`src/common/ctl_pkg.sv`:
```
// Shared control types for the 65C02 subset; interrupt, BRK/RTI and flag-update encodings are absent
package ctl_pkg;

    typedef logic [7:0] opcode_t;

    typedef enum logic [4:0] {
        INIT,
        SYNC,
        IMM0,
        IND0,
        IND1,
        IND2,
        DATA,
        ABS0,
        ABS1,
        ZERO,
        PULL,
        RDWR,
        RTS0,
        RTS1,
        RTS2,
        PUSH,
        JSR0,
        JSR1,
        JSR2,
        COND
    } state_t;

    typedef struct packed {
        logic rmw;                  // Hold address for a write-back cycle
        logic jmp;                  // Absolute address goes to PC
        logic ind;                  // One more indirection pass
        logic add_x;
        logic add_y;
        logic st;                   // Store to memory
    } insn_flags_t;

    typedef struct packed {
        logic [1:0] shift;
        logic [2:0] add;
        logic [1:0] carry;
        logic       ld;
        logic [1:0] dst;
        logic [3:0] src;
    } ctl_word_t;

    typedef struct packed {
        state_t      entry;
        insn_flags_t flags;
        ctl_word_t   word;
    } decode_t;

    typedef struct packed {
        logic       we;
        logic [1:0] dst;
        logic [3:0] src;
    } reg_op_t;

    typedef struct packed {
        logic       ldm;
        logic       bcd;
        logic [1:0] shift;
        logic [2:0] add;
        logic [1:0] carry;
    } alu_op_t;

    typedef struct packed {
        logic [6:0] pc_hold_sel;
        logic [1:0] abl_sel;
        logic [1:0] abl_op;
        logic       abl_ci;
    } ab_op_t;

    // Bits 1:0 select the ABL mux, bit 2 is the ABL carry in
    typedef enum logic [3:0] {
        AB_HOLD    = 4'b0000,       // AB kept, AHL <= DB
        AB_PC      = 4'b0001,       // AB <= PC
        AB_ABS_PC  = 4'b0010,       // {DB, AHL+XYZ}, PC <= AB+1
        AB_ZP      = 4'b0011,       // {00, DB+XYZ}
        AB_INC_PC  = 4'b0100,       // AB+1, PC <= AB
        AB_SP_INC  = 4'b0101,       // {01, SP+1}
        AB_BRANCH  = 4'b0111,       // AB + offset + 1
        AB_SP      = 4'b1000,       // {01, SP}, PC kept
        AB_SP_PC   = 4'b1001,       // {01, SP}, PC <= AB+1
        AB_ABS     = 4'b1010,       // {DB, AHL+XYZ}, PC kept
        AB_SP_HOLD = 4'b1011,       // {01, SP}, AHL kept
        AB_INC     = 4'b1100,       // AB+1, PC kept
        AB_ABS_INC = 4'b1110        // {DB, AHL+XYZ}+1
    } ab_mode_t;

    typedef enum logic [1:0] {
        DO_ALU,
        DO_P,
        DO_PCL,
        DO_PCH
    } do_sel_t;

    localparam logic [3:0] SRC_X = 4'b0000;
    localparam logic [3:0] SRC_Y = 4'b0001;
    localparam logic [3:0] SRC_A = 4'b0010;
    localparam logic [3:0] SRC_S = 4'b0011;
    localparam logic [3:0] SRC_Z = 4'b0111;

    localparam logic [1:0] DST_X = 2'b00;
    localparam logic [1:0] DST_Y = 2'b01;
    localparam logic [1:0] DST_A = 2'b10;
    localparam logic [1:0] DST_S = 2'b11;

    localparam logic [2:0] ADD_OR  = 3'b000;
    localparam logic [2:0] ADD_AND = 3'b001;
    localparam logic [2:0] ADD_XOR = 3'b010;
    localparam logic [2:0] ADD_ADD = 3'b011;
    localparam logic [2:0] ADD_INC = 3'b100;
    localparam logic [2:0] ADD_DEC = 3'b101;
    localparam logic [2:0] ADD_SUB = 3'b110;

    localparam logic [1:0] CI_NONE = 2'b00;
    localparam logic [1:0] CI_ONE  = 2'b01;
    localparam logic [1:0] CI_ADC  = 2'b11;
    localparam logic [1:0] SH_LEFT = 2'b10;

    localparam opcode_t OPC_BRA      = 8'h80;
    localparam opcode_t OPC_JSR      = 8'h20;
    localparam opcode_t OPC_RTS      = 8'h60;
    localparam opcode_t OPC_PHA      = 8'h48;
    localparam opcode_t OPC_PLA      = 8'h68;
    localparam opcode_t OPC_JMP      = 8'h4C;
    localparam opcode_t OPC_JMP_IND  = 8'h6C;
    localparam opcode_t OPC_JMP_INDX = 8'h7C;

endpackage

```
`src/design/decode/opcode_decoder.sv`:
```
`timescale 1ns/1ps
// Recognizes only the kept 65C02 subset; any other byte yields an empty word and SYNC entry
module opcode_decoder
    import ctl_pkg::*;
(
    input  opcode_t db,
    output decode_t dec
);

    logic [2:0] row;
    logic [3:0] col;
    logic       alu_grp;
    logic       known;
    state_t     col_entry;

    function automatic ctl_word_t mk_word(
        input logic [1:0] shift,
        input logic [2:0] add,
        input logic [1:0] carry,
        input logic       ld,
        input logic [1:0] dst,
        input logic [3:0] src
    );
        return '{shift, add, carry, ld, dst, src};
    endfunction

    assign row     = db[7:5];
    assign col     = db[3:0];
    assign alu_grp = (col[1:0] == 2'b01) || (db[4] && col == 4'h2);   // Columns 1, 5, 9, D, odd 2

    // Addressing class from the column and row bits
    always_comb begin
        casez (db)
            8'b????_0001: col_entry = IND0;     // (zp,X) and (zp),Y
            8'b???1_0010: col_entry = IND0;     // (zp)
            8'b1010_00?0: col_entry = IMM0;     // LDY/LDX #
            8'b???0_1001: col_entry = IMM0;
            8'b???1_1001: col_entry = ABS0;     // abs,Y
            8'b????_11??: col_entry = ABS0;
            8'b????_01??: col_entry = ZERO;
            default:      col_entry = SYNC;
        endcase
    end

    always_comb begin
        dec   = '{entry: SYNC, flags: '0, word: '0};
        known = 1'b1;
        if (alu_grp) begin
            dec.flags.add_x = (col == 4'h1 && !db[4]) ||
                              (db[4] && (col == 4'h5 || col == 4'hD));
            dec.flags.add_y = db[4] && (col == 4'h1 || col == 4'h9);
            dec.flags.st    = (row == 3'd4);
            case (row)
                3'd0:    dec.word = mk_word(2'b00, ADD_OR,  CI_NONE, 1'b1, DST_A, SRC_A);
                3'd1:    dec.word = mk_word(2'b00, ADD_AND, CI_NONE, 1'b1, DST_A, SRC_A);
                3'd2:    dec.word = mk_word(2'b00, ADD_XOR, CI_NONE, 1'b1, DST_A, SRC_A);
                3'd3:    dec.word = mk_word(2'b00, ADD_ADD, CI_ADC,  1'b1, DST_A, SRC_A);
                3'd4:    dec.word = mk_word(2'b00, ADD_INC, CI_NONE, 1'b0, DST_X, SRC_A);
                3'd5:    dec.word = mk_word(2'b00, ADD_OR,  CI_NONE, 1'b1, DST_A, SRC_Z);
                3'd6:    dec.word = mk_word(2'b00, ADD_SUB, CI_ONE,  1'b0, DST_X, SRC_A);
                default: dec.word = mk_word(2'b00, ADD_SUB, CI_ADC,  1'b1, DST_A, SRC_A);
            endcase
            known = (row != 3'd4) || (db == 8'h85) || (db == 8'h8D);   // Only STA zp/abs
        end else begin
            case (db)
                8'h84, 8'h8C: begin                                 // STY
                    dec.flags.st = 1'b1;
                    dec.word     = mk_word(2'b00, ADD_INC, CI_NONE, 1'b0, DST_X, SRC_Y);
                end
                8'h86, 8'h8E: begin                                 // STX
                    dec.flags.st = 1'b1;
                    dec.word     = mk_word(2'b00, ADD_INC, CI_NONE, 1'b0, DST_X, SRC_X);
                end
                8'h64, 8'h9C: begin                                 // STZ
                    dec.flags.st = 1'b1;
                    dec.word     = mk_word(2'b00, ADD_INC, CI_NONE, 1'b0, DST_X, SRC_Z);
                end
                8'h06, 8'h0E: begin                                 // ASL mem
                    dec.flags.rmw = 1'b1;
                    dec.word      = mk_word(SH_LEFT, ADD_OR, CI_NONE, 1'b0, DST_X, SRC_Z);
                end
                8'hE6, 8'hEE: begin                                 // INC mem
                    dec.flags.rmw = 1'b1;
                    dec.word      = mk_word(2'b00, ADD_INC, CI_ONE, 1'b0, DST_X, SRC_Z);
                end
                8'hA2:   dec.word = mk_word(2'b00, ADD_OR, CI_NONE, 1'b1, DST_X, SRC_Z);
                8'hA0:   dec.word = mk_word(2'b00, ADD_OR, CI_NONE, 1'b1, DST_Y, SRC_Z);
                OPC_PHA: begin
                    dec.flags.st = 1'b1;
                    dec.word     = mk_word(2'b00, ADD_INC, CI_NONE, 1'b0, DST_X, SRC_A);
                end
                OPC_PLA: dec.word = mk_word(2'b00, ADD_OR, CI_NONE, 1'b1, DST_A, SRC_Z);
                OPC_JSR, OPC_JMP: dec.flags.jmp = 1'b1;
                OPC_JMP_IND: begin
                    dec.flags.jmp = 1'b1;
                    dec.flags.ind = 1'b1;
                end
                OPC_JMP_INDX: begin
                    dec.flags.jmp   = 1'b1;
                    dec.flags.ind   = 1'b1;
                    dec.flags.add_x = 1'b1;
                end
                OPC_BRA, OPC_RTS: known = 1'b1;             // Sequencing only, empty word
                default: known = 1'b0;
            endcase
        end
        if (known) begin
            dec.entry = col_entry;
        end else begin
            dec.flags = '0;
            dec.word  = '0;
        end
    end

endmodule

```
`src/design/sequencer/state_sequencer.sv`:
```
`timescale 1ns/1ps
// Stack, JSR and BRA entries are taken from db directly; no interrupt sequences exist
module state_sequencer
    import ctl_pkg::*;
(
    input  logic        clk,
    input  logic        arst_n,
    input  decode_t     dec,
    input  opcode_t     db,
    output state_t      state,
    output insn_flags_t flags,
    output ctl_word_t   word,
    output logic        sync
);

    state_t next_state;

    assign sync = (state == SYNC);

    always_comb begin
        case (state)
            INIT: next_state = SYNC;
            SYNC: begin
                case (db)
                    OPC_BRA: next_state = COND;
                    OPC_JSR: next_state = JSR0;
                    OPC_RTS: next_state = RTS0;
                    OPC_PHA: next_state = PUSH;
                    OPC_PLA: next_state = PULL;
                    default: next_state = dec.entry;    // Column class or unknown
                endcase
            end
            IND0: next_state = IND1;
            IND1: next_state = IND2;
            IND2: next_state = DATA;
            IMM0: next_state = SYNC;
            ABS0: next_state = ABS1;
            ZERO: next_state = flags.rmw ? RDWR : DATA;
            ABS1: begin
                if (flags.ind) begin
                    next_state = ABS0;                  // Fetch the pointed-to address
                end else if (flags.jmp) begin
                    next_state = SYNC;
                end else if (flags.rmw) begin
                    next_state = RDWR;
                end else begin
                    next_state = DATA;
                end
            end
            RDWR: next_state = DATA;
            DATA: next_state = SYNC;
            PULL: next_state = DATA;
            PUSH: next_state = DATA;
            RTS0: next_state = RTS1;
            RTS1: next_state = RTS2;
            RTS2: next_state = SYNC;
            JSR0: next_state = JSR1;
            JSR1: next_state = JSR2;
            JSR2: next_state = ABS1;                    // jmp already latched
            COND: next_state = SYNC;
            default: next_state = SYNC;
        endcase
    end

    always_ff @(posedge clk or negedge arst_n) begin
        if (!arst_n) begin
            state <= INIT;
            flags <= '0;
            word  <= '0;
        end else begin
            state <= next_state;
            if (state == SYNC) begin
                flags <= dec.flags;
                word  <= dec.word;
            end else if (state == ABS1) begin
                flags.ind   <= 1'b0;                    // Stops the indirection loop
                flags.add_x <= 1'b0;                    // X only indexes the JMP pointer
            end
        end
    end

endmodule

```
`src/design/encode/bus_op_encoder.sv`:
```
`timescale 1ns/1ps
// The bcd bit is always low since decimal mode is not handled here
module bus_op_encoder
    import ctl_pkg::*;
(
    input  logic        clk,
    input  logic        arst_n,
    input  state_t      state,
    input  insn_flags_t flags,
    input  ctl_word_t   word,
    output logic        we,
    output reg_op_t     reg_op,
    output alu_op_t     alu_op,
    output do_sel_t     do_op
);

    logic [3:0] idx_src;

    assign idx_src = flags.add_x ? SRC_X : (flags.add_y ? SRC_Y : SRC_Z);

    // Write lands one cycle after the addressing state
    always_ff @(posedge clk or negedge arst_n) begin
        if (!arst_n) begin
            we <= 1'b0;
        end else begin
            case (state)
                PUSH, RDWR, JSR0, JSR1: we <= 1'b1;
                ZERO, ABS1:             we <= flags.st;
                default:                we <= 1'b0;
            endcase
        end
    end

    always_comb begin
        reg_op = '{we: 1'b0, dst: DST_X, src: SRC_Z};
        case (state)
            PUSH, PULL, JSR0, JSR1, RTS0, RTS1: begin
                reg_op = '{we: 1'b1, dst: DST_S, src: SRC_S};   // Stack pointer update
            end
            IND0: reg_op.src = flags.add_x ? SRC_X : SRC_Z;
            IND2: reg_op.src = flags.add_y ? SRC_Y : SRC_Z;
            ZERO, ABS1: reg_op.src = idx_src;
            SYNC: reg_op = '{we: word.ld, dst: word.dst, src: word.src};
            DATA: begin
                reg_op.dst = word.dst;                  // Store data source
                reg_op.src = word.src;
            end
            default: reg_op.src = SRC_Z;
        endcase
    end

    always_comb begin
        alu_op = '0;
        case (state)
            PUSH, JSR0, JSR1: alu_op.add = ADD_DEC;
            PULL, RTS0, RTS1: begin
                alu_op.add   = ADD_INC;
                alu_op.carry = CI_ONE;
            end
            IMM0, RDWR: alu_op.ldm = 1'b1;              // Load M
            SYNC: begin
                alu_op.shift = word.shift;
                alu_op.add   = word.add;
                alu_op.carry = word.carry;
            end
            DATA: begin
                alu_op.ldm   = !flags.st;               // Loads and RMW take M
                alu_op.shift = word.shift;
                alu_op.add   = word.add;
                alu_op.carry = word.carry;
            end
            default: alu_op = '0;
        endcase
    end

    always_comb begin
        case (state)
            JSR1:    do_op = DO_PCH;                    // Return address high first
            JSR2:    do_op = DO_PCL;
            default: do_op = DO_ALU;
        endcase
    end

endmodule

```
`src/design/encode/addr_op_encoder.sv`:
```
`timescale 1ns/1ps
// BRA offset sign is read from db in COND; modes outside the table give all-zero controls
module addr_op_encoder
    import ctl_pkg::*;
(
    input  state_t  state,
    input  logic    cond,
    input  opcode_t db,
    output ab_op_t  ab_op
);

    ab_mode_t mode;
    logic     back;

    assign back = cond & db[7];                         // Taken backward branch

    always_comb begin
        case (state)
            INIT, RDWR:       mode = AB_HOLD;
            DATA, JSR2:       mode = AB_PC;
            SYNC, ABS0, IMM0: mode = AB_INC_PC;
            ABS1:             mode = AB_ABS_PC;
            IND0, ZERO:       mode = AB_ZP;
            IND1:             mode = AB_INC;
            IND2:             mode = AB_ABS;
            PULL, RTS0, RTS1: mode = AB_SP_INC;
            PUSH:             mode = AB_SP_HOLD;
            RTS2:             mode = AB_ABS_INC;
            JSR0:             mode = AB_SP_PC;
            JSR1:             mode = AB_SP;
            COND:             mode = AB_BRANCH;
            default:          mode = AB_HOLD;
        endcase
    end

    // Fields: pc_hold_sel, abl_sel, abl_op, abl_ci
    always_comb begin
        case (mode)
            AB_HOLD:    ab_op = {7'b001_0110, mode[1:0], 2'b11, mode[2]};
            AB_PC:      ab_op = {7'b000_1010, mode[1:0], 2'b10, mode[2]};
            AB_ABS_PC:  ab_op = {7'b111_1110, mode[1:0], 2'b01, mode[2]};
            AB_ZP:      ab_op = {7'b111_0000, mode[1:0], 2'b01, mode[2]};
            AB_INC_PC:  ab_op = {7'b011_0110, mode[1:0], 2'b11, mode[2]};
            AB_SP_INC:  ab_op = {7'b011_0001, mode[1:0], 2'b00, mode[2]};
            AB_BRANCH: begin
                if (back) begin
                    ab_op = {7'b011_0111, mode[1:0], 2'b11, mode[2]};   // ABH - 1 path
                end else begin
                    ab_op = {7'b011_0110, mode[1:0], 2'b11, mode[2]};
                end
            end
            AB_SP:      ab_op = {7'b000_0001, mode[1:0], 2'b00, mode[2]};
            AB_SP_PC:   ab_op = {7'b111_0001, mode[1:0], 2'b00, mode[2]};
            AB_ABS:     ab_op = {7'b001_1110, mode[1:0], 2'b01, mode[2]};
            AB_SP_HOLD: ab_op = {7'b010_0001, mode[1:0], 2'b00, mode[2]};
            AB_INC:     ab_op = {7'b001_0110, mode[1:0], 2'b11, mode[2]};
            AB_ABS_INC: ab_op = {7'b001_1110, mode[1:0], 2'b01, mode[2]};
            default:    ab_op = '0;
        endcase
    end

endmodule

```
`src/design/ctl_top.sv`:
```
`timescale 1ns/1ps
// Control unit of the kept 65C02 subset; no interrupt, RDY or status-flag outputs
module ctl_top
    import ctl_pkg::*;
(
    input  logic    clk,
    input  logic    arst_n,
    input  opcode_t db,
    input  logic    cond,
    output logic    sync,
    output logic    we,
    output ab_op_t  ab_op,
    output reg_op_t reg_op,
    output alu_op_t alu_op,
    output do_sel_t do_op
);

    decode_t     dec;
    state_t      state;
    insn_flags_t flags;
    ctl_word_t   word;

    opcode_decoder u_decode (
        .db  (db),
        .dec (dec)
    );

    state_sequencer u_seq (
        .clk    (clk),
        .arst_n (arst_n),
        .dec    (dec),
        .db     (db),
        .state  (state),
        .flags  (flags),
        .word   (word),
        .sync   (sync)
    );

    bus_op_encoder u_bus (
        .clk    (clk),
        .arst_n (arst_n),
        .state  (state),
        .flags  (flags),
        .word   (word),
        .we     (we),
        .reg_op (reg_op),
        .alu_op (alu_op),
        .do_op  (do_op)
    );

    addr_op_encoder u_addr (
        .state (state),
        .cond  (cond),
        .db    (db),
        .ab_op (ab_op)
    );

endmodule

```
`config.mk`:
```
export PLATFORM = sky130hd
export DESIGN_NAME = ctl_top
export DESIGN_NICKNAME = d
export VERILOG_FILES = /design/src/common/ctl_pkg.sv /design/src/design/decode/opcode_decoder.sv /design/src/design/sequencer/state_sequencer.sv /design/src/design/encode/bus_op_encoder.sv /design/src/design/encode/addr_op_encoder.sv /design/src/design/ctl_top.sv
export SDC_FILE = /design/constraint.sdc
export NUM_CORES = 1
export LEC_CHECK = 0
export ABC_AREA = 0
export BUFFER_PORTS_ARGS = -buffer_cell sky130_fd_sc_hd__buf_2
export CELL_PAD_IN_SITES_DETAIL_PLACEMENT = 1
export CELL_PAD_IN_SITES_GLOBAL_PLACEMENT = 1
export CORE_MARGIN = 2
export CORE_UTILIZATION = 25
export CTS_CLUSTER_SIZE = 30
export DETAILED_ROUTE_END_ITERATION = 16
export PLACE_DENSITY = 0.55
export SLEW_MARGIN = 20
export SYNTH_ARGS = -nofsm -noshare
export SYNTH_HDL_FRONTEND = slang
export SYNTH_HIERARCHICAL = 1
export SYNTH_SLANG_ARGS = --single-unit
```
`constraint.sdc`:
```
create_clock -name clk -period 2 [get_ports clk]
set_input_delay 0.2 -clock clk [delete_from_list [all_inputs] [get_ports clk]]
set_output_delay 0.2 -clock clk [all_outputs]
set_load 0.02 [all_outputs]
```
### After elaboration in Yosys (flattened, before gate mapping)

Memory sizes are Yosys's and may differ from the RTL's.
Index checks and enable logic that the tools add are counted.

* bitwise operators: 1
* equality and inequality tests: 70
* reduce and logical (&&, ||, !) cells: 39
* multiplexer cells: 37

Operators by type and width (number)
* 12-bit one-hot mux with 11 select lines: 1
* 14-bit one-hot mux with 9 select lines: 1
* 8-bit == test, second input constant: 12
* 12-bit one-hot mux with 7 select lines: 1
* 8-bit by 7-bit == test with 1-bit output, second input constant: 7
* 5-bit one-hot mux with 11 select lines: 1
* 5-bit by 4-bit == test with 1-bit output, second input constant: 8
* 4-bit == test, second input constant: 8
* 2-bit OR reduction: 15
* 5-bit == test, second input constant: 5
* 5-bit one-hot mux with 5 select lines: 1
* 5-bit by 3-bit == test with 1-bit output, second input constant: 4
* 20-bit two-way mux: 1
* 4-bit one-hot mux with 5 select lines: 1
* 20-bit OR reduction: 1
* 4-bit by 3-bit == test with 1-bit output, second input constant: 4
* 4-bit one-hot mux with 4 select lines: 1
* 4-bit OR reduction: 4
* 15-bit two-way mux: 1
* 4-bit by 2-bit == test with 1-bit output, second input constant: 3
* 3-bit two-way mux: 4
* 2-bit one-hot mux with 2 select lines: 3
* 5-bit by 2-bit == test with 1-bit output, second input constant: 2
* 5-bit two-way mux: 2
* 28 further kinds: 56

* output and inout port bits: 32
* memories kept: 1
* flip-flop bits (word level): 26
* ROM bits: 128
* word-level logic and storage cells: 162
* input bits: 11

Memory list
* (name not given): depth 32, bits a word 4, rd ports 1, clocked after Yosys merged registers in 0, write ports 0, RTL line addr_op_encoder.sv:18 `case (state)`

### Depth between registers and ports, before layout

* word-level depth: 7
* mapped depth: 10
* depth with buffers taken out: 8

### By module

The synthesis kept the hierarchy.

By module, submodules not included
* state_sequencer: seq. area each 625.6 sq um, area each 1353.8 sq um, cells each 165, instances 1
* opcode_decoder: seq. area each 0.0 sq um, area each 690.7 sq um, cells each 106, instances 1
* addr_op_encoder: seq. area each 0.0 sq um, area each 675.6 sq um, cells each 83, instances 1
* bus_op_encoder: seq. area each 25.0 sq um, area each 551.8 sq um, cells each 85, instances 1

### Worst setup path before layout

OpenSTA, ideal clock, no wires.

* kind: flip-flop to output port
* start point: register u_seq.state[1]
* end point: output ab_op[6] in the netlist's numbering
* stages on the path, launching flop included: 8
* buffers on the path: 1
* slack: -0.519 ns
* data required time: 1.800 ns
* arrival: 2.319 ns
* cells stage by stage: dfrtp_1 ha_1 nor2b_4 and3b_1 o32a_2 buf_6 a21o_1 a211oi_1

RTL lines
* start: declaration: RTL line state_sequencer.sv:10 `output state_t state,`
* start signal: assignment: RTL line state_sequencer.sv:71 `state <= next_state;`
* end: declaration: RTL line ctl_top.sv:12 `output ab_op_t ab_op,`

==> impl_metrics.tcl <==
set metrics [dict create \
    cts_max_path_buffers 2 \
    die_w_um 118 \
    hp-class "input pin to register" \
    dr.pass1.iters 4 \
    wl_per_cell_um 16.4 \
    skew_ns 0.00224 \
    grt_max_degree 34 \
    synth_common_cells "nand2_1, a21oi_1, nor2_1" \
    avgSynthCellArea_um2 7.45 \
    start_kind "register" \
    yosys.area.top_type "dfrtp_1" \
    clk_pin_slew_ns 0.06 \
    hold_viol_final 0 \
    grt.overflow.total 0 \
    criticalPathCategory "register to output pin" \
    dp_hpwl_mm 8.53 \
    tightest_slew_ns 0.582 \
    cts_tree "yes" \
    ios 43 \
    antenna_cells 0 \
    clockRootBuffer "clkbuf_16" \
    die_y_um 118 \
    cts.sinks 26 \
    ff2ff_path_depth 9 \
    drv_slew 0 \
    drt-vias-per-instance 5.04 \
    rrSetupSlack_ns -0.05 \
    fmax_mhz 382 \
    final_cells 743 \
    io_buffers 41 \
    synth-seq-cells 26 \
    worstPathArrival_ns 2.42 \
    syn_to_final_growth_pct 62.1 \
    hold_ws_ns 0.463 \
    run_status "finished with violations" \
    dieArea_um2 14000 \
    syn_area_um2 3270 \
    setup_viol 29 \
    grt_pass1_vias 3739 \
    violations "negative setup slack" \
    crit_path_end_kind "output pin" \
    maxSlewHeadroom_pct 61.2 \
    synth.most_common_cell "nand2_1" \
    worstPathRequired_ns 1.80 \
    rsz0062_at_grt "yes" \
    core_area_um2 12700 \
    finalCriticalPeriod_ns 2.62 \
    totalWireLength_mm 12.2 \
    syn_inst 439 \
    drc 0 \
    netlist-cell-type-count 89 \
    clk_latency_ns 0.26 \
    track_usage_pct 16.4 \
    yosys_warnings 6 \
    dp_cells 707 \
    ys_async_sr_fraction_pct 100 \
    rows 41 \
    finalCritPeriodShare_pct 131 \
    path_max_fanout 6 \
    yosysTopAreaCellShare_pct 19.9 \
    initial_core_util_pct 25.7 \
    cts_buffers 3 \
    cp-startpoint "u_seq/state[0]" \
    timing.final.ws_setup_ns -0.620 \
    vias 3746 \
    cap_violations 0 \
    synth_area_leaders "dfrtp_1, nand2_1, a21oi_1" \
    nets 590 \
    r2r_end "u_seq/state[2]" \
    synth_edf_count 0 \
    detail-route-antenna-nets 0 \
    synth_ff_type "dfrtp_1" \
    antenna_found_initial 0 \
    cts-htree-levels 1 \
    r2r_start "u_seq/state[1]" \
    crit_end "ab_op[9]" \
    synth-seq-area-share_pct 19.9 \
    drtIter0Drc 164 \
    drive_gt1_share_pct 46.4 \
    grt_pass1_wl_mm 19.4 \
    place_congestion 0.822 \
]
-- placed cells by master, fill, tap and decap left out, types with 5 or more instances in the layout --
master     Yosys  routed
buf_2         11      13
buf_4          9     103
a21oi_2        0       7
nand2b_1      12      11
clkbuf_16      0       5
nor3b_1        7       6
buf_12         1       6
a21oi_1       36      28
and2_4         1       7
o31ai_1        9       8
o22ai_4        0       5
nand3_1        8       6
dfrtp_1       26      22
nand3b_1       8       8
nor2b_1       12      11
and3_1         7       7
inv_1         10       7
o21ai_0       15      12
buf_6          4      36
a31oi_1        6       6
nor3_1         8       5
nor2_1        28      25
nand2_1       80      75
-- area by class of cell --
| class | instances | area [um^2] |
|---|---|---|
| fill | 1550 | 7420 |
| multi-input combinational | 366 | 2820 |
| timing repair buffer | 164 | 1480 |
| sequential | 26 | 656 |
| tap | 172 | 215 |
| clock buffer | 4 | 88.8 |
| inverter | 11 | 46.3 |
-- critical path, stage by stage, from the launching register on --
cell and delay [ns]:
dfrtp_2 0.46, buf_6 0.14, ha_4 0.15, or4b_4 0.49, o221ai_4 0.08, and2_4 0.25
nor3_4 0.08, a2111oi_4 0.31, buf_4 0.19
-- state kept, by name, indices dropped and copies added, names as in the netlist --
name	count
u_seq/word	14
u_seq/flags	6
u_seq/state	5
u_bus/we	1
-- logic make-up after synthesis --
family | synth area share, %
compound gates | 29.4
xor+xnor | 1.07
fa+ha+maj | 2.98
buf+inv | 8.49
flops | 19.9
mux | 1.26
other cells | 0.230
simple gates | 36.7
-- per-stage QoR --
stage                     util [%]  TNS [ns]  worst slack, ns  instance area, um^2
after floorplan                  -     -2.01           -0.214                 3410
after global placement        33.9     -3.00           -0.287                 4320
after detailed placement      33.9     -3.99           -0.363                 4320
after CTS                     38.1     -9.50           -0.584                 4850
after global routing          41.7    -14.00           -0.678                 5300
final                         41.7    -11.96           -0.620                 5300
-- what timing repair did --
action	in CTS	in global routing
resized for setup	85	64
hold buffers	1	0
setup buffers	14	17
gates cloned	1	2
pin swaps	17	28
hold endpoints to repair	26	0
endpoints found under the setup margin	32	31
-- routing by layer --
layer / GRT usage, % / vias up / wire length, um
met5: 0 / - / 0
li1: - / 1852 / -
met2: 28.3 / 54 / 5940
met3: 0.965 / 14 / 224
met4: 3.27 / 0 / 180
met1: 22.7 / 1826 / 5830
-- worst min-delay path by stage --
stage | start | end | slack (ns) | cells past startpoint
after global routing | db[7] | u_seq/word[9] | 0.48 | 5
after floorplan | arst_n | u_bus/we | -0.1 | 0
after CTS | db[7] | u_seq/word[9] | 0.45 | 5
after global placement | arst_n | u_bus/we | 0.24 | 1
final | db[7] | u_seq/word[9] | 0.46 | 5
after detailed placement | arst_n | u_bus/we | 0.23 | 1
Power is left out: the tool's default activity adds up to more than one toggle a clock period on the data nets, which glitch-free logic cannot reach.
